$ cat src/nvram_map_pkg.sv
package nvram_map_pkg;

   localparam int NUM_SLOTS    = 4;              // Battery-backed regions
   localparam int SECTOR_BYTES = 512;
   localparam int SECTOR_AW    = 9;              // Byte offset inside a sector
   localparam int RAM_AW       = 27;             // System RAM byte address
   localparam int SD_BUFF_AW   = 14;             // Host side buffer address
   localparam int SLOT_KB_W    = 16;
   localparam int SECTOR_CNT_W = SLOT_KB_W + 1;  // Two sectors per KiB

   // One entry of the slot map supplied by the core
   typedef struct packed {
      logic [RAM_AW-1:0]    base_addr;  // First byte of the slot in RAM
      logic [SLOT_KB_W-1:0] size_kb;    // Zero marks an unused slot
   } slot_map_t;

   // Host write into the sector buffer
   typedef struct packed {
      logic                  wr;
      logic [SD_BUFF_AW-1:0] addr;     // Only the low SECTOR_AW bits select a byte
      logic [7:0]            data;
   } sd_buff_wr_t;

   // Byte-wide system RAM command
   typedef struct packed {
      logic              req;          // One-cycle pulse
      logic              rnw;          // 1 read, 0 write
      logic [RAM_AW-1:0] addr;
      logic [7:0]        din;
   } ram_cmd_t;

endpackage

$ cat src/nvram_ctrl_pkg.sv
package nvram_ctrl_pkg;

   typedef logic [1:0] slot_idx_t;  // One of four slots

   typedef enum logic {
      DIR_SAVE,                     // RAM to SD image
      DIR_LOAD                      // SD image to RAM
   } xfer_dir_t;

   typedef enum logic [1:0] {
      ST_SLEEP,                     // Waiting for start
      ST_BUFF_FILL,                 // RAM bytes into buffer
      ST_SD_IO,                     // Sector read or write on SD
      ST_RAM_WRITE                  // Buffer bytes into RAM
   } seq_state_t;

endpackage

$ cat src/nvram_slot_arbiter.sv
module nvram_slot_arbiter import nvram_map_pkg::*; import nvram_ctrl_pkg::*; (
   input  logic      clk,
   input  logic      rst_n,
   input  logic      load_req,
   input  logic      save_req,
   input  logic      done,
   output logic      start,
   output xfer_dir_t dir,
   output slot_idx_t active_slot
);

   logic                 last_load;
   logic                 last_save;
   logic [NUM_SLOTS-1:0] pend_load;
   logic [NUM_SLOTS-1:0] pend_save;
   logic                 busy;       // Sequencer owns active_slot

   always_ff @(posedge clk) begin
      if (!rst_n) begin
         last_load   <= 1'b0;
         last_save   <= 1'b0;
         pend_load   <= '0;
         pend_save   <= '0;
         busy        <= 1'b0;
         start       <= 1'b0;
         dir         <= DIR_SAVE;
         active_slot <= '0;
      end else begin
         last_load <= load_req;
         last_save <= save_req;
         start     <= 1'b0;

         if (done) begin
            busy <= 1'b0;
            if (dir == DIR_SAVE) begin
               pend_save[active_slot] <= 1'b0;
            end else begin
               pend_load[active_slot] <= 1'b0;
            end
         end

         // A new edge marks every slot again
         if (load_req && !last_load) begin
            pend_load <= '1;
         end
         if (save_req && !last_save) begin
            pend_save <= '1;
         end

         if (!busy) begin
            if (pend_save[active_slot]) begin  // Save wins over load
               start <= 1'b1;
               dir   <= DIR_SAVE;
               busy  <= 1'b1;
            end else if (pend_load[active_slot]) begin
               start <= 1'b1;
               dir   <= DIR_LOAD;
               busy  <= 1'b1;
            end else begin
               active_slot <= slot_idx_t'(active_slot + 1'b1);  // Round-robin
            end
         end
      end
   end

endmodule

$ cat config.mk
export PLATFORM = sky130hd
export DESIGN_NAME = nvram_slot_arbiter
export DESIGN_NICKNAME = d
export VERILOG_FILES = /design/src/nvram_map_pkg.sv /design/src/nvram_ctrl_pkg.sv /design/src/nvram_slot_arbiter.sv
export SDC_FILE = /design/constraint.sdc
export NUM_CORES = 1
export LEC_CHECK = 0
export ABC_AREA = 0
export ABC_CLOCK_PERIOD_IN_PS = 1700
export BUFFER_PORTS_ARGS = -buffer_cell sky130_fd_sc_hd__buf_2
export CAP_MARGIN = 20
export CORE_UTILIZATION = 50
export DETAILED_ROUTE_END_ITERATION = 7
export GPL_ROUTABILITY_DRIVEN = 0
export PLACE_DENSITY = 0.7
export SETUP_SLACK_MARGIN = 0.3
export SYNTH_ARGS = -nofsm -noshare
export SYNTH_HDL_FRONTEND = slang
export SYNTH_SLANG_ARGS = --single-unit
$ cat constraint.sdc
create_clock -name clk -period 1.7 [get_ports clk]
set_input_delay 0.17 -clock clk [delete_from_list [all_inputs] [get_ports clk]]
set_output_delay 0.17 -clock clk [all_outputs]
set_load 0.01 [all_outputs]
==> flow_metrics.tcl <==
set metrics [dict create \
    die_w_um 39.8 \
    final.setup.tns_ps 0 \
    worstSetupStartpointType "flip-flop" \
    dp_cells 95 \
    worstPathCellList "mux2_4, mux2i_1, nor2_1, o221a_2" \
    antennaDiodeCount 0 \
    cts_buffers 3 \
    ys_top_cells_by_area "dfxtp_1 42%, nor2b_1 9.6%, ha_1 7.0%" \
    cts.sinks 15 \
    crit_path_end_kind "flip-flop" \
    drc 0 \
    synth_area_leader_cell "dfxtp_1" \
    hpwl_um 828 \
    antenna_found_initial 0 \
    status "completed" \
    coreArea_um2 1320 \
    synth_ff_type "dfxtp_1" \
    crit_buf_inv 0 \
    io_buffer_count 8 \
    stdcell_count 99 \
    slew_viol_final 0 \
    crit_required_ps 1890 \
    synth_common_cells "15 x dfxtp_1, 11 x nor2b_1, 9 x a21oi_1, 9 x nand2_1" \
    postCtsSetupBuffers 0 \
    die_area_um2 1580 \
    dr_total_vias 517 \
    hold_end "last_save" \
    wl_per_cell_um 11.4 \
    reg2reg_depth 4 \
    slew_headroom 0.829 \
    hold_path_startpoint "save_req" \
    drt_wl_total_mm 1.13 \
    hold_path.class "input pin to flip-flop" \
    crit_arrival_ps 1530 \
    drtIter0Drc 4 \
    drive_gt1_frac 0.226 \
    report.final.hold_viol_count 0 \
    dr.pass1.iters 4 \
    first_global_vias 439 \
    ant_nets 0 \
    min_period_ps 1340 \
    ios 9 \
    ys_types 21 \
    synth_seq_area_share 0.421 \
    netlist_area_um2 713 \
    start_util 0.541 \
    die_h_um 39.8 \
    root_buffer "clkbuf_4" \
    cts.clk_slew.worst_paths_ps 90 \
    worst_pin_slew_ps 249 \
    ys_warn_count 0 \
    insertion_delay_ps 280 \
    rrSetupSlack_ps 360 \
    area_growth_pct 10.5 \
    grt_first_pass_wirelength_mm 1.87 \
    nets 94 \
    synth_area_per_cell_um2 9.64 \
    timing.final.crit_share 0.789 \
    setup_ws_ps 358 \
    setup_violations 0 \
    leakage_nw 0.341 \
    avgViaCountPerCell 5.22 \
    finClkSkew_ps 8.97 \
    grt_max_degree 18 \
    path_delay_family "multiplexers" \
    h-tree-depth 1 \
    hold_buffers 0 \
    pre_cts_ws_ps 320 \
    grt-ovfl-total 0 \
    synth_edf_count 0 \
    path_class "flip-flop to flip-flop" \
    hold_depth 2 \
    max_stage_delay_ps 420 \
    yosysMostFrequentCell "dfxtp_1" \
    postSynthCellCount 74 \
    critPathMaxFanout 9 \
    r2r_end "dir" \
    track_usage 0.184 \
    cp_slowest_cell "dfxtp_4" \
    synth.top_cell.area_share 0.421 \
    num_rows 13 \
    ys_async_sr_fraction 0 \
    cts_tree "done" \
    vdd_drop_max_mv 0.870 \
    max-cap-violations 0 \
    cts_resized 0 \
    cts.path.max_buffers 2 \
    grt_setup_unrepaired "true" \
    synth.net_count 83 \
    max_freq_ghz 0.745 \
    r2r_start "active_slot[0]" \
    ys_ff_latch 15 \
    p_total_mw 1.19 \
    power_density_nw_per_um2 1510 \
]
-- registers in the layout, summed over array words and instances (netlist names) --
signal       cells
pend_load        4
pend_save        4
active_slot      2
busy             1
dir              1
last_load        1
last_save        1
start            1
-- routing by layer --
metal / track usage / vias to the layer above / share of wire
met2: 0.287 / 8 / 0.42
li1: - / 270 / -
met1: 0.212 / 235 / 0.51
met4: 0.103 / 0 / 0.027
met5: 0 / - / 0
met3: 0.0682 / 4 / 0.034
-- cell families (layout without fill, tap and decap cells) --
family	after synthesis	count (layout)	share of synthesized area
AND/OR/NAND/NOR	32	32	0.260
adder cells (fa/ha/maj)	4	4	0.0702
buffers and inverters	4	14	0.0316
multiplexers	7	7	0.119
AO/OA/AOI/OAI	12	12	0.0982
flip-flops	15	15	0.421
-- area by class of cell --
class,count,area (um^2)
Fill cell,114,529
Multi-Input combinational cell,55,390
Sequential cell,15,305
Timing Repair Buffer,8,40.0
Clock buffer,4,26.3
Tap cell,15,18.8
Inverter,2,7.51
-- report_power, final --
| group | switching [mW] | total [mW] | internal, mW |
|---|---|---|---|
| Combinational | 0.209 | 0.438 | 0.228 |
| Sequential | 0.115 | 0.550 | 0.435 |
| Clock | 0.110 | 0.201 | 0.0911 |
| Total | 0.434 | 1.19 | 0.755 |
-- cells in the final DEF, fill, tap and decap left out --
master     n
and2_1     2
clkbuf_1   1
o221a_2    1
inv_1      2
nor3_1     1
a21oi_1    9
dfxtp_1   13
buf_2      8
nor4_4     1
mux2i_1    4
dfxtp_2    1
nand3_1    4
and3_1     1
nor2b_1   11
ha_1       4
nand3b_1   1
mux2_4     3
a21oi_2    1
clkbuf_4   3
o21ai_0    1
dfxtp_4    1
nand2b_1   1
nand2_1    9
nor2_1     1
-- worst max-delay path by stage --
| stage | startpoint | depth (start not counted) | endpoint | slack [ps] |
|---|---|---|---|---|
| finish | active_slot[0] | 4 | dir | 360 |
| global route | active_slot[0] | 4 | dir | 300 |
| CTS | active_slot[0] | 4 | dir | 300 |
| detailed placement | active_slot[0] | 4 | dir | 320 |
| global placement | active_slot[0] | 4 | dir | 330 |
| floorplan | active_slot[0] | 5 | dir | 330 |
-- through the flow --
stage | area, um^2 | utilization | hold slack (ps)
final | 788 | 0.598 | 96.8
after global placement | 758 | 0.575 | 383
after detailed placement | 758 | 0.575 | 385
after global routing | 788 | 0.598 | 87.9
after CTS | 785 | 0.595 | 89.9
after floorplan | 714 | - | 292
No activity file was read; power rests on OpenSTA's default activity.
