File: src/nvram_map_pkg.sv
package nvram_map_pkg;

   localparam int NUM_SLOTS    = 4;              // Battery-backed regions
   localparam int SECTOR_BYTES = 512;
   localparam int SECTOR_AW    = 9;              // Byte offset inside a sector
   localparam int RAM_AW       = 27;             // System RAM byte address
   localparam int SD_BUFF_AW   = 14;             // Host side buffer address
   localparam int SLOT_KB_W    = 16;
   localparam int SECTOR_CNT_W = SLOT_KB_W + 1;  // Two sectors per KiB

   // One entry of the slot map supplied by the core
   typedef struct packed {
      logic [RAM_AW-1:0]    base_addr;  // First byte of the slot in RAM
      logic [SLOT_KB_W-1:0] size_kb;    // Zero marks an unused slot
   } slot_map_t;

   // Host write into the sector buffer
   typedef struct packed {
      logic                  wr;
      logic [SD_BUFF_AW-1:0] addr;     // Only the low SECTOR_AW bits select a byte
      logic [7:0]            data;
   } sd_buff_wr_t;

   // Byte-wide system RAM command
   typedef struct packed {
      logic              req;          // One-cycle pulse
      logic              rnw;          // 1 read, 0 write
      logic [RAM_AW-1:0] addr;
      logic [7:0]        din;
   } ram_cmd_t;

endpackage

File: src/nvram_ctrl_pkg.sv
package nvram_ctrl_pkg;

   typedef logic [1:0] slot_idx_t;  // One of four slots

   typedef enum logic {
      DIR_SAVE,                     // RAM to SD image
      DIR_LOAD                      // SD image to RAM
   } xfer_dir_t;

   typedef enum logic [1:0] {
      ST_SLEEP,                     // Waiting for start
      ST_BUFF_FILL,                 // RAM bytes into buffer
      ST_SD_IO,                     // Sector read or write on SD
      ST_RAM_WRITE                  // Buffer bytes into RAM
   } seq_state_t;

endpackage

File: src/nvram_image_table.sv
module nvram_image_table import nvram_map_pkg::*; import nvram_ctrl_pkg::*; (
   input  logic                 clk,
   input  logic                 rst_n,
   input  logic [NUM_SLOTS-1:0] img_mounted,
   input  logic                 img_readonly,
   input  logic [31:0]          img_size,
   input  logic                 size_update,
   input  slot_idx_t            update_slot,
   input  logic [SLOT_KB_W-1:0] update_kb,
   output logic [NUM_SLOTS-1:0] writable,
   output logic [NUM_SLOTS-1:0] has_image
);

   logic [31:0] image_bytes [NUM_SLOTS];  // Image size in bytes

   always_ff @(posedge clk) begin
      if (!rst_n) begin
         writable <= '0;
         for (int i = 0; i < NUM_SLOTS; i++) begin
            image_bytes[i] <= '0;
         end
      end else begin
         for (int i = 0; i < NUM_SLOTS; i++) begin
            if (img_mounted[i]) begin
               writable[i]    <= ~img_readonly;  // Mounted and not read-only
               image_bytes[i] <= img_size;
            end
         end
         if (size_update) begin
            image_bytes[update_slot] <= 32'(update_kb) << 10;  // Image now holds the slot
         end
      end
   end

   always_comb begin
      for (int i = 0; i < NUM_SLOTS; i++) begin
         has_image[i] = |image_bytes[i];
      end
   end

   // The host mounts one image at a time, so the shared size bus is unambiguous
   a_single_mount: assert property (@(posedge clk) disable iff (!rst_n)
      $onehot0(img_mounted));

endmodule

File: config.mk
export PLATFORM = sky130hd
export DESIGN_NAME = nvram_image_table
export DESIGN_NICKNAME = d
export VERILOG_FILES = /design/src/nvram_map_pkg.sv /design/src/nvram_ctrl_pkg.sv /design/src/nvram_image_table.sv
export SDC_FILE = /design/constraint.sdc
export NUM_CORES = 1
export LEC_CHECK = 0
export BUFFER_PORTS_ARGS = -buffer_cell sky130_fd_sc_hd__buf_2
export CAP_MARGIN = 30
export CORE_UTILIZATION = 50
export DETAILED_ROUTE_END_ITERATION = 8
export GPL_TIMING_DRIVEN = 0
export HOLD_SLACK_MARGIN = 0.05
export MAX_ROUTING_LAYER = met4
export PLACE_DENSITY = 0.72
export SYNTH_ARGS = -nofsm -noshare
export SYNTH_HDL_FRONTEND = slang
export SYNTH_SLANG_ARGS = --single-unit
File: constraint.sdc
create_clock -name clk -period 2.9 [get_ports clk]
set_input_delay 0.29 -clock clk [delete_from_list [all_inputs] [get_ports clk]]
set_output_delay 0.29 -clock clk [all_outputs]
set_load 0.01 [all_outputs]
==> results <==
- The flow ran to the end, and the final reports show no timing, DRC or antenna violations.
- The number of hold violations in the final report came to 0.
- In this run, post-CTS repair resized a total of 0 instances.
- Across the routed clock network, the largest skew measured is 0 ns.
- Once detail routing completed, the nets flagged for antenna violations numbered 0.
- The initial utilization of the core area, before any placement, comes to 0.5218.
- The die is 109.3 um wide.
- In this run, synthesis produced a sequential element count of 132.
- The area used by multi-input combinational logic is 2190 um2.
- The standard cell core area is 11,030 um2.
- The worst pin sits at a relative slew slack of 0.4845.
- The largest single stage delay on the critical path is 0.47 ns.
- Setup violations remaining at the end of the flow were counted as 0.
- In this run the power density over the cells is 674.3 nW/um2.
- The number of antenna violations at the first check in global routing is 1.
- The global-route total usage across every layer is 0.2711.
- The arrival time reported for the critical path endpoint is 1.98 ns.
- The routed length per instance is 18.32 um.
- When the netlist entered floorplanning its net count stood at 618.
- The setup path with the least slack is of type flop to output pin.
- The finished cells cover 6817 um2.
- STA puts the critical path data required time at 2.61 ns.
- The total number of H-tree levels is 4.
- The CTS tree is built.
- Counting along the longest clock path gives a buffer depth of 2.
- The Yosys step of the flow raised 0 warnings.
- Counting the fill cells in the layout gives 908.
- The final number of max-transition violations was 0.
- The maximum VDD drop is 0.6520 mV.
- The clock net in this run drives a total of 132 sinks.
- The reported leakage power is 2.845 nW.
- The tree is rooted in a sky130_fd_sc_hd__clkbuf_16.
- The number of buffers added for setup after CTS is 0.
- The highest net fanout along the worst path is 1.
- From synthesis to final layout, the design area changed by 18.43%.
- The number of top-level pins is 66.
- The proportion of layout cells with a drive suffix above 1 is 0.2268.
- The uppermost layer routed is met4.
- The cell area that synthesis handed to floorplanning was 5756 um2.
- The register area share after synthesis is 0.5704.
- After technology mapping, the gate count stands at 560.
- The sequential cell area in the final layout is 3283 um2.
- Wire segments on met2 add up to 6986 um in the final route.
- Among all stages on the critical path, the largest delay is contributed by sky130_fd_sc_hd__nor4_1.
- The most critical setup path has its startpoint at image_bytes[1][18].
- The post-route clock period utilization is 0.7834.
- The setup check on the worst reg-to-reg path leaves a slack of 2.22 ns.
- The library cells used most frequently in the layout, excluding fill and tap cells, are sky130_fd_sc_hd__nand2_1, sky130_fd_sc_hd__buf_2, sky130_fd_sc_hd__dfxtp_1.
- The HPWL reported at the end of detailed placement is 10,560 um.
- In this run the core area contains 38 standard-cell rows.
- The met1 wire length is 5794 um.
- The measured slew at the worst slew-check pin is 0.7732 ns.
- The met3 wire length is 1119 um.
- In this run the cell area measured after placement is 6256 um2.
- From bottom edge to top edge, the die measures 109.3 um.
- The total congestion overflow after global routing is 0.
- The DRC violation count after routing is 0.
- The path category of the worst min-delay check is input port to flop.
- The floorplan step defined a die boundary enclosing 11,940 um2.
- The mean post-synth cell area is 10.28 um2.
- Routability-driven placement finished with a final weighted congestion of 0.9290.
- The final route contains 4,558 vias.
- The first-pass GRT wire length is 22,650 um.
- The endpoint class of the critical path is an output pin.
- The worst reg2reg path startpoint is image_bytes[1][8].
- The first TritonRoute pass finished after 6 iterations.
- The number of buffers inserted by port buffering is 65.
- The via count of the first global-routing pass is 4,597.
- The number of different library cells used by synthesis comes to 26.
- Max-cap violations in this run came to 0.
- The hold buffer count at cts is 0.
- The net count of the finished layout is 702.
- The clock-pin transition on the worst setup and hold timing paths is 0.05 ns.
- Setup total negative slack on the finished layout was measured at 0 ns.
- The nature of the critical path startpoint is a flop.
- The hold path startpoint is img_readonly.
- The timing-limited maximum frequency is 0.4402 GHz.
- Setup repair after global routing left no endpoint under its margin.
- The insertion delay to the later sink of the worst-skew pair is 0.41 ns.
- Leaving out fill and tap cells, the most frequent cell in the layout is sky130_fd_sc_hd__nand2_1.
- For the finished layout, the period the worst path requires is 2.272 ns.
- The signal on the critical path passes through nor4_1, nand4_1, or2_2, buf_2.
- The starting DRC count in detailed routing is 350.
- The total routed wirelength is 14,620 um.
- TritonCTS created 17 clock buffers.
- Entering global routing, the biggest net connects 17 pins.
- The average vias per placed instance is 5.712.
## power breakdown
part / leakage [nW] / internal [mW] / switching [mW]
clock: 0.276 / 1.26 / 0.744
combinational: 1.32 / 0.170 / 0.255
sequential: 1.25 / 2.11 / 0.0556
## kinds of logic after synthesis
family          synth area share
buf+inv                  0.04913
mux                       0.1113
simple gates              0.2065
compound gates           0.06261
flops                     0.5704
## per-stage QoR
step	hold slack [ns]	utilization	power [mW]	instances	setup slack, ns
global placement	0.4744	0.5672	2.603	765	0.9296
CTS	0.1667	0.6177	4.617	797	0.6643
detailed placement	0.4853	0.5672	2.623	765	0.8856
global route	0.1811	0.6180	4.748	798	0.5764
floorplan	0.4372	-	2.446	560	1.257
finish	0.1778	0.6180	4.596	798	0.6281
## synth_stat cells
library cell | n | area, um2
sky130_fd_sc_hd__and4_1 | 1 | 8.760
sky130_fd_sc_hd__o21ai_1 | 9 | 45.04
sky130_fd_sc_hd__nand2b_4 | 2 | 27.53
sky130_fd_sc_hd__and2_1 | 4 | 25.02
sky130_fd_sc_hd__nor4_1 | 32 | 200.2
sky130_fd_sc_hd__or2_2 | 5 | 31.28
sky130_fd_sc_hd__nand2_1 | 132 | 495.5
sky130_fd_sc_hd__clkbuf_2 | 5 | 25.02
sky130_fd_sc_hd__edfxtp_1 | 64 | 1922
sky130_fd_sc_hd__clkbuf_1 | 2 | 7.510
sky130_fd_sc_hd__buf_6 | 10 | 112.6
sky130_fd_sc_hd__buf_12 | 1 | 20.02
sky130_fd_sc_hd__nand4_1 | 8 | 50.05
sky130_fd_sc_hd__nand2b_1 | 2 | 12.51
sky130_fd_sc_hd__and4b_1 | 2 | 20.02
sky130_fd_sc_hd__nor2_2 | 11 | 68.82
sky130_fd_sc_hd__nor2_4 | 2 | 22.52
sky130_fd_sc_hd__mux2i_1 | 64 | 640.6
sky130_fd_sc_hd__buf_2 | 19 | 95.09
sky130_fd_sc_hd__nor2_1 | 51 | 191.4
sky130_fd_sc_hd__o21ai_0 | 55 | 275.3
sky130_fd_sc_hd__dfxtp_1 | 68 | 1361
sky130_fd_sc_hd__or2_1 | 3 | 18.77
sky130_fd_sc_hd__o211a_1 | 4 | 40.04
sky130_fd_sc_hd__and4bb_4 | 1 | 16.27
sky130_fd_sc_hd__buf_4 | 3 | 22.52
## state kept, by name, summed over array words and instances, names as in the netlist
name and flops:
writable 4, image_bytes 128
## area by class of cell
cell class,instances,share of cell area
Sequential cell,132,0.4816
Clock inverter,3,0.002203
Buffer,40,0.04148
Multi-Input combinational cell,388,0.3212
Antenna cell,1,0.0003671
Tap cell,140,0.02570
Clock buffer,29,0.07966
Timing Repair Buffer,65,0.04772
## layer usage
metal | up-vias | GRT usage
met3 | 51 | 0.06639
met1 | 2157 | 0.3076
met5 | - | -
met2 | 225 | 0.4371
li1 | 2125 | -
met4 | 0 | 0.1571
## path summary, 6_finish.rpt
check                        to  cells after the start
max                has_image[1]                      4
min                 writable[0]                      3
min reg2reg  image_bytes[0][31]                      2
max reg2reg   image_bytes[1][8]                      2
## critical path, delay by kind of cell (launching register included)
family        cells  cell delay, ns
flops             1            0.37
simple gates      3            1.07
buf+inv           1            0.14
Power figures use the tool's default switching activity.
