### src/nvram_map_pkg.sv
package nvram_map_pkg;

   localparam int NUM_SLOTS    = 4;              // Battery-backed regions
   localparam int SECTOR_BYTES = 512;
   localparam int SECTOR_AW    = 9;              // Byte offset inside a sector
   localparam int RAM_AW       = 27;             // System RAM byte address
   localparam int SD_BUFF_AW   = 14;             // Host side buffer address
   localparam int SLOT_KB_W    = 16;
   localparam int SECTOR_CNT_W = SLOT_KB_W + 1;  // Two sectors per KiB

   // One entry of the slot map supplied by the core
   typedef struct packed {
      logic [RAM_AW-1:0]    base_addr;  // First byte of the slot in RAM
      logic [SLOT_KB_W-1:0] size_kb;    // Zero marks an unused slot
   } slot_map_t;

   // Host write into the sector buffer
   typedef struct packed {
      logic                  wr;
      logic [SD_BUFF_AW-1:0] addr;     // Only the low SECTOR_AW bits select a byte
      logic [7:0]            data;
   } sd_buff_wr_t;

   // Byte-wide system RAM command
   typedef struct packed {
      logic              req;          // One-cycle pulse
      logic              rnw;          // 1 read, 0 write
      logic [RAM_AW-1:0] addr;
      logic [7:0]        din;
   } ram_cmd_t;

endpackage

### src/nvram_ctrl_pkg.sv
package nvram_ctrl_pkg;

   typedef logic [1:0] slot_idx_t;  // One of four slots

   typedef enum logic {
      DIR_SAVE,                     // RAM to SD image
      DIR_LOAD                      // SD image to RAM
   } xfer_dir_t;

   typedef enum logic [1:0] {
      ST_SLEEP,                     // Waiting for start
      ST_BUFF_FILL,                 // RAM bytes into buffer
      ST_SD_IO,                     // Sector read or write on SD
      ST_RAM_WRITE                  // Buffer bytes into RAM
   } seq_state_t;

endpackage

### src/nvram_sequencer.sv
module nvram_sequencer import nvram_map_pkg::*; import nvram_ctrl_pkg::*; (
   input  logic                 clk,
   input  logic                 rst_n,
   input  logic                 start,
   input  xfer_dir_t            dir,
   input  slot_idx_t            slot,
   input  slot_map_t            slot_map [NUM_SLOTS],
   input  logic [NUM_SLOTS-1:0] writable,
   input  logic [NUM_SLOTS-1:0] has_image,
   output logic                 done,
   output logic                 size_update,
   output logic [SLOT_KB_W-1:0] update_kb,
   output logic [31:0]          sd_lba,
   output logic [NUM_SLOTS-1:0] sd_rd,
   output logic [NUM_SLOTS-1:0] sd_wr,
   input  logic [NUM_SLOTS-1:0] sd_ack,
   output ram_cmd_t             ram_cmd,
   input  logic                 ram_ready,
   input  logic [7:0]           ram_dout,
   output logic [SECTOR_AW-1:0] buf_addr,
   output logic                 buf_we,
   input  logic [7:0]           buf_q
);

   seq_state_t              state;
   xfer_dir_t               cur_dir;
   slot_idx_t               cur_slot;
   logic [SECTOR_CNT_W-1:0] sector;       // Also the image LBA
   logic [SECTOR_CNT_W-1:0] last_sector;
   logic [SECTOR_AW-1:0]    ofs;          // Byte inside the sector
   logic                    ram_req;
   logic                    ram_rnw;
   logic                    ram_busy;     // Access issued and waiting for ready
   logic                    buf_valid;    // buf_q belongs to ofs
   logic                    last_ack;
   logic                    eligible;
   logic                    ack_fall;

   assign eligible = (slot_map[slot].size_kb != '0) && writable[slot] &&
                     (dir == DIR_SAVE || has_image[slot]);
   assign ack_fall  = last_ack && !sd_ack[cur_slot];  // Host finished the sector
   assign sd_lba    = 32'(sector);
   assign buf_addr  = ofs;
   assign update_kb = slot_map[cur_slot].size_kb;

   // Read data is valid once ready returns after the request cycle
   assign buf_we = (state == ST_BUFF_FILL) && ram_busy && ram_ready && !ram_req;

   always_comb begin
      ram_cmd.req  = ram_req;
      ram_cmd.rnw  = ram_rnw;
      ram_cmd.addr = slot_map[cur_slot].base_addr + RAM_AW'({sector, ofs});
      ram_cmd.din  = buf_q;
   end

   always_ff @(posedge clk) begin
      if (!rst_n) begin
         state       <= ST_SLEEP;
         cur_dir     <= DIR_SAVE;
         cur_slot    <= '0;
         sector      <= '0;
         ram_req     <= 1'b0;
         ram_rnw     <= 1'b1;
         ram_busy    <= 1'b0;
         buf_valid   <= 1'b0;
         last_ack    <= 1'b0;
         sd_rd       <= '0;
         sd_wr       <= '0;
         done        <= 1'b0;
         size_update <= 1'b0;
      end else begin
         done        <= 1'b0;
         size_update <= 1'b0;
         last_ack    <= sd_ack[cur_slot];

         if (ram_req) begin
            ram_req <= 1'b0;  // RAM drops ready after this cycle
         end else begin
            case (state)
               ST_SLEEP: begin
                  if (start) begin
                     cur_dir  <= dir;
                     cur_slot <= slot;
                     sector   <= '0;
                     ofs      <= '0;
                     ram_busy <= 1'b0;
                     if (eligible) begin
                        last_sector <= {slot_map[slot].size_kb - 1'b1, 1'b1};  // 2N-1
                        if (dir == DIR_SAVE) begin
                           state <= ST_BUFF_FILL;
                        end else begin
                           sd_rd[slot] <= 1'b1;
                           state       <= ST_SD_IO;
                        end
                     end else begin
                        done <= 1'b1;  // Skipped slot
                     end
                  end
               end

               ST_BUFF_FILL: begin
                  if (!ram_busy) begin
                     if (ram_ready) begin
                        ram_req  <= 1'b1;
                        ram_rnw  <= 1'b1;
                        ram_busy <= 1'b1;
                     end
                  end else if (ram_ready) begin
                     ram_busy <= 1'b0;
                     ofs      <= ofs + 1'b1;  // Wraps to 0 at sector end
                     if (ofs == '1) begin
                        sd_wr[cur_slot] <= 1'b1;
                        state           <= ST_SD_IO;
                     end
                  end
               end

               ST_SD_IO: begin
                  if (ack_fall) begin
                     sd_rd <= '0;
                     sd_wr <= '0;
                     if (cur_dir == DIR_LOAD) begin
                        ofs       <= '0;
                        buf_valid <= 1'b0;
                        ram_busy  <= 1'b0;
                        state     <= ST_RAM_WRITE;
                     end else if (sector == last_sector) begin
                        done        <= 1'b1;
                        size_update <= 1'b1;
                        state       <= ST_SLEEP;
                     end else begin
                        sector <= sector + 1'b1;
                        state  <= ST_BUFF_FILL;
                     end
                  end
               end

               ST_RAM_WRITE: begin
                  if (!ram_busy) begin
                     if (buf_valid && ram_ready) begin
                        ram_req  <= 1'b1;
                        ram_rnw  <= 1'b0;
                        ram_busy <= 1'b1;
                     end
                     buf_valid <= 1'b1;  // Buffer read latency covered
                  end else if (ram_ready) begin
                     ram_busy  <= 1'b0;
                     buf_valid <= 1'b0;
                     ofs       <= ofs + 1'b1;
                     if (ofs == '1) begin
                        if (sector == last_sector) begin
                           done  <= 1'b1;
                           state <= ST_SLEEP;
                        end else begin
                           sector          <= sector + 1'b1;
                           sd_rd[cur_slot] <= 1'b1;
                           state           <= ST_SD_IO;
                        end
                     end
                  end
               end

               default: state <= ST_SLEEP;
            endcase
         end
      end
   end

   a_one_sd_dir: assert property (@(posedge clk) disable iff (!rst_n)
      $onehot0({sd_rd, sd_wr}));

   // RAM must be idle when a new access starts
   a_req_ready: assert property (@(posedge clk) disable iff (!rst_n)
      ram_cmd.req |-> ram_ready);

   // Returned read data must be defined when it lands in the buffer
   a_dout_known: assert property (@(posedge clk) disable iff (!rst_n)
      buf_we |-> !$isunknown(ram_dout));

endmodule

### config.mk
export PLATFORM = sky130hd
export DESIGN_NAME = nvram_sequencer
export DESIGN_NICKNAME = d
export VERILOG_FILES = /design/src/nvram_map_pkg.sv /design/src/nvram_ctrl_pkg.sv /design/src/nvram_sequencer.sv
export SDC_FILE = /design/constraint.sdc
export NUM_CORES = 1
export LEC_CHECK = 0
export BUFFER_PORTS_ARGS = -buffer_cell sky130_fd_sc_hd__buf_2
export CAP_MARGIN = 40
export CORE_UTILIZATION = 43
export CTS_CLUSTER_SIZE = 20
export DETAILED_ROUTE_END_ITERATION = 16
export PLACE_DENSITY = 0.79
export RECOVER_POWER = 100
export SYNTH_ARGS = -nofsm -noshare
export SYNTH_HDL_FRONTEND = slang
export SYNTH_SLANG_ARGS = --single-unit
### constraint.sdc
create_clock -name clk -period 4 [get_ports clk]
set_clock_uncertainty 0.05 [all_clocks]
set_input_delay 0 -clock clk [delete_from_list [all_inputs] [get_ports clk]]
set_output_delay 0 -clock clk [all_outputs]
set_load 0.02 [all_outputs]
==> results by group <==
Timing
  • RSZ-0062 raised after global routing: true
  • Final Slew Violations: 24
  • Fin crit period: roughly 3.8 ns
  • Final hold vios: 0
  • Slew HR: -0.0389
  • Fmax: approximately 0.26 GHz
  • Worst-margin pin slew: 1.56 ns
  • Setup violation total in the final timing report: 0
  • Worst setup margin: a little under 0.2 ns
  • Hold_ws: 0.0138 ns
  • Period utilization: 0.951

Yosys
  • Sequential area share after synthesis: 0.234
  • Mapped Area: approximately 6400 um^2
  • Synth Area in Adders: 0.0680
  • Avg Cell Area, Syn: between 9 and 10 um^2
  • Cells after Synth: 647
  • Complex-gate fraction of the synthesized area: 0.152
  • Post-synthesis xor/xnor area fraction: 0.0853
  • Synth warn: 0
  • Mux share of post-synthesis cell area: 0.233
  • Top FF cell, synth: dfxtp_1
  • Combinational family with the most area after synthesis: multiplexers
  • Yosys cell types: 72
  • Synth Area in Simple Gates: 0.160
  • Async SR Flop Fraction: 0
  • EDFF count, synth: 25
  • Register bit total from synthesis: a little over 60

Detailed routing
  • Initial DRT Pass Iterations: 5
  • Post-route ant nets: 0
  • WL per Instance: between 15 and 20 um
  • Number of DRC markers in iteration 0: about 370
  • DRC: 0
  • Routed via count: a little over 6k
  • WL final: around 18,000 um
  • Vias per cell: about 5.5

Cells and area
  • ANT cells: 0
  • Finished Layout Cells: approximately 1.1k
  • Register area: roughly 1500 um^2
  • Multi-input combinational cell area: ~4500 um^2
  • Layout net count: between 1k and 1.5k
  • Final core utilization: 0.564
  • Synthesis-to-finish area growth: 28.4%
  • Post-Layout Inst Area: ~8200 um^2
  • Fraction of layout cells with a size suffix above 1: 0.367
  • Fillers: 1,325

Flow run
  • Number of max-cap violations: 1

Clock tree
  • CTS tree: done
  • CTS Buf Count: 9
  • Root Driver: clkbuf_16
  • Max Buffers Root-to-Sink: 2
  • CTS sink count: 62
  • CTS clk-pin slew, worst paths: 0.05 ns
  • H-tree depth: 3
  • Skew-Pair Late Insertion Delay: 0.33 ns

GRT
  • Initial antenna violation count: 0
  • Vias in the first global route: approximately 5.6k
  • First-pass GRT wire length: 27,400 um
  • Grt total ovfl: 0
  • Pin count of the biggest net entering global routing: 27
  • GR Util All Layers: 0.233

Place
  • Port Buffers: about 270
  • Post-place setup slack: 0.495 ns
  • Placed cell count: between 1k and 1.5k
  • Hpwl dp: 14,800 um
  • Post-DP Area: approximately 7800 um^2
  • RePlAce Congestion: 0.886

Worst setup path
  • Worst Setup End Kind: output pin
  • Crit path DAT: ~3.8 ns
  • CP max FO: 4
  • Slowest stage cell, crit path: mux4_2
  • Worst path required time: roughly 4.0 ns
  • Critical path class: register to output pin
  • Crit-path cells: mux4_2 > ha_1 > fa_1 > a211oi_1 > o21bai_2 > o21a_1 > or3_1 > a21o_1 > a21oi_1 > xnor2_1 > buf_2
  • CP startpoint kind: register
  • Largest stage delay, worst path: approximately 0.5 ns

Power and ir drop
  • Peak supply drop: roughly 0.22 mV
  • PwrDens: 298 nW/um^2
  • Leakage power: between 3 and 4 nW

Status
  • Violations in the final reports: max-capacitance violations, max-slew violations
  • Status: complete, but fails checks

Die
  • Chip height: about 120 um
  • Initial cell density of the core: 0.440
  • Die area: between 15,000 and 20,000 um^2
  • IO Pins: 312
  • Die width: roughly 120 um
  • Row count: between 40 and 50
  • Core area: about 14,000 um^2

Worst hold path
  • Worst hold path type: input port to register
==> where the power goes <==
group	switching, mW	leakage (nW)	total [mW]	internal (mW)
registers	0.0277	0.534	0.715	0.687
logic	0.504	2.79	0.907	0.403
clock network	0.274	0.157	0.809	0.534
total	0.806	3.49	2.43	1.62
==> flip-flops by register name, indices dropped and copies added, names as in the netlist <==
register,count
last_ack,1
sd_wr,4
sector,17
buf_addr,9
last_sector,16
buf_valid,1
cur_dir,1
ram_busy,1
sd_rd,4
done,1
state,2
ram_req,1
cur_slot,2
ram_rnw,1
size_update,1
==> worst paths after layout <==
path | startpoint | endpoint | slack (ns) | cells after the start
setup / recovery | cur_slot[0]$_SDFFE_PN0P_ | ram_cmd[26] | 0.20 | 11
hold / removal | rst_n | state[0]$_SDFFE_PN0P_ | 0.01 | 2
setup reg to reg | cur_slot[0]$_SDFFE_PN0P_ | sector[14]$_SDFFE_PN0P_ | 0.88 | 8
hold reg to reg | sd_rd[2]$_SDFFE_PN0P_ | sd_rd[2]$_SDFFE_PN0P_ | 0.40 | 2
==> metrics by stage <==
| stage | power [mW] | TNS, ns |
|---|---|---|
| after CTS | 2.45 | 0 |
| after floorplan | 1.36 | 0 |
| after global routing | 2.56 | -0.00588 |
| final | 2.43 | 0 |
| after detailed placement | 1.62 | 0 |
| after global placement | 1.60 | 0 |
==> logic make-up (layout without fill, tap and decap cells) <==
family / after synthesis / in the layout
flip-flops: 62 / 62
buffers and inverters: 76 / 333
multiplexers: 67 / 67
AND/OR/NAND/NOR: 200 / 200
AO/OA/AOI/OAI: 145 / 145
XOR/XNOR: 62 / 62
other: 1 / 15
adder cells (fa/ha/maj): 34 / 34
==> cell usage after synthesis (all sizes together) (2+ instances only) <==
| cell type | number | area, um^2 |
|---|---|---|
| or3 | 2 | 12.5 |
| xnor2 | 36 | 315 |
| or4b | 2 | 20.0 |
| nor2 | 48 | 180 |
| edfxtp | 25 | 751 |
| o21bai | 2 | 15.0 |
| o21a | 4 | 30.0 |
| o211ai | 6 | 45.0 |
| nand3 | 24 | 120 |
| nand2b | 6 | 37.5 |
| clkbuf | 13 | 48.8 |
| nor4 | 6 | 65.1 |
| inv | 22 | 82.6 |
| a21o | 20 | 150 |
| a2111oi | 2 | 23.8 |
| a21oi | 46 | 230 |
| and3 | 13 | 81.3 |
| dfxtp | 37 | 741 |
| ha | 33 | 413 |
| a31oi | 5 | 31.3 |
| buf | 40 | 289 |
| nand4 | 5 | 31.3 |
| mux2i | 5 | 50.1 |
| nor2b | 9 | 58.8 |
| a31o | 2 | 17.5 |
| o31ai | 5 | 51.3 |
| mux4 | 62 | 1430 |
| nor3 | 10 | 61.3 |
| nand2 | 57 | 219 |
| a211oi | 8 | 77.6 |
| a21boi | 6 | 45.0 |
| and2 | 6 | 37.5 |
| or2 | 3 | 18.8 |
| nor3b | 4 | 30.0 |
| or2b | 2 | 15.0 |
| o2111ai | 2 | 17.5 |
| o21ai | 27 | 139 |
| xor2 | 26 | 228 |
| a2111o | 2 | 22.5 |
==> critical path: cells and delay by family (launching register included) <==
family	cells	cell delay [ns]
compound gates	5	1.06
xor+xnor	1	0.13
fa+ha+maj	2	0.69
buf+inv	1	0.18
flops	1	0.41
mux	1	0.51
simple gates	1	0.45
==> layout make-up <==
class | count | area share
multi-input combinational | 523 | 0.551
timing repair buffer | 294 | 0.188
sequential | 62 | 0.183
clock buffer | 11 | 0.0323
tap | 184 | 0.0282
inverter | 23 | 0.0106
clock inverter | 5 | 0.00658
==> layout by cell type, fill, tap and decap left out, drive strengths merged, types with 3 or more instances in the layout <==
cell type / instances
a211oi: 8
a21boi: 6
a21o: 20
a21oi: 46
a31oi: 5
and2: 6
and3: 13
buf: 242
clkbuf: 52
clkinv: 3
conb: 15
dfxtp: 37
dlygate4sd3: 11
edfxtp: 25
ha: 33
inv: 23
mux2i: 5
mux4: 62
nand2: 57
nand2b: 6
nand3: 24
nand4: 5
nor2: 48
nor2b: 9
nor3: 10
nor3b: 4
nor4: 6
o211ai: 6
o21a: 4
o21ai: 27
o31ai: 5
or2: 3
xnor2: 36
xor2: 26
==> per-layer routing <==
| layer | part of all wire | GRT usage |
|---|---|---|
| met1 | 0.40 | 0.279 |
| met2 | 0.53 | 0.432 |
| met3 | 0.058 | 0.0339 |
| met4 | 0.012 | 0.0587 |
| met5 | 0 | 0 |
==> what timing repair did <==
action / 4_1_cts / 5_1_grt
hold buffers: 11 / 0
endpoints found under the hold margin: 10 / 0
setup endpoints to repair: 0 / 4
setup buffers: 0 / 0
resized for setup: 0 / 4
Note: power is estimated with default switching activity, not from simulation.
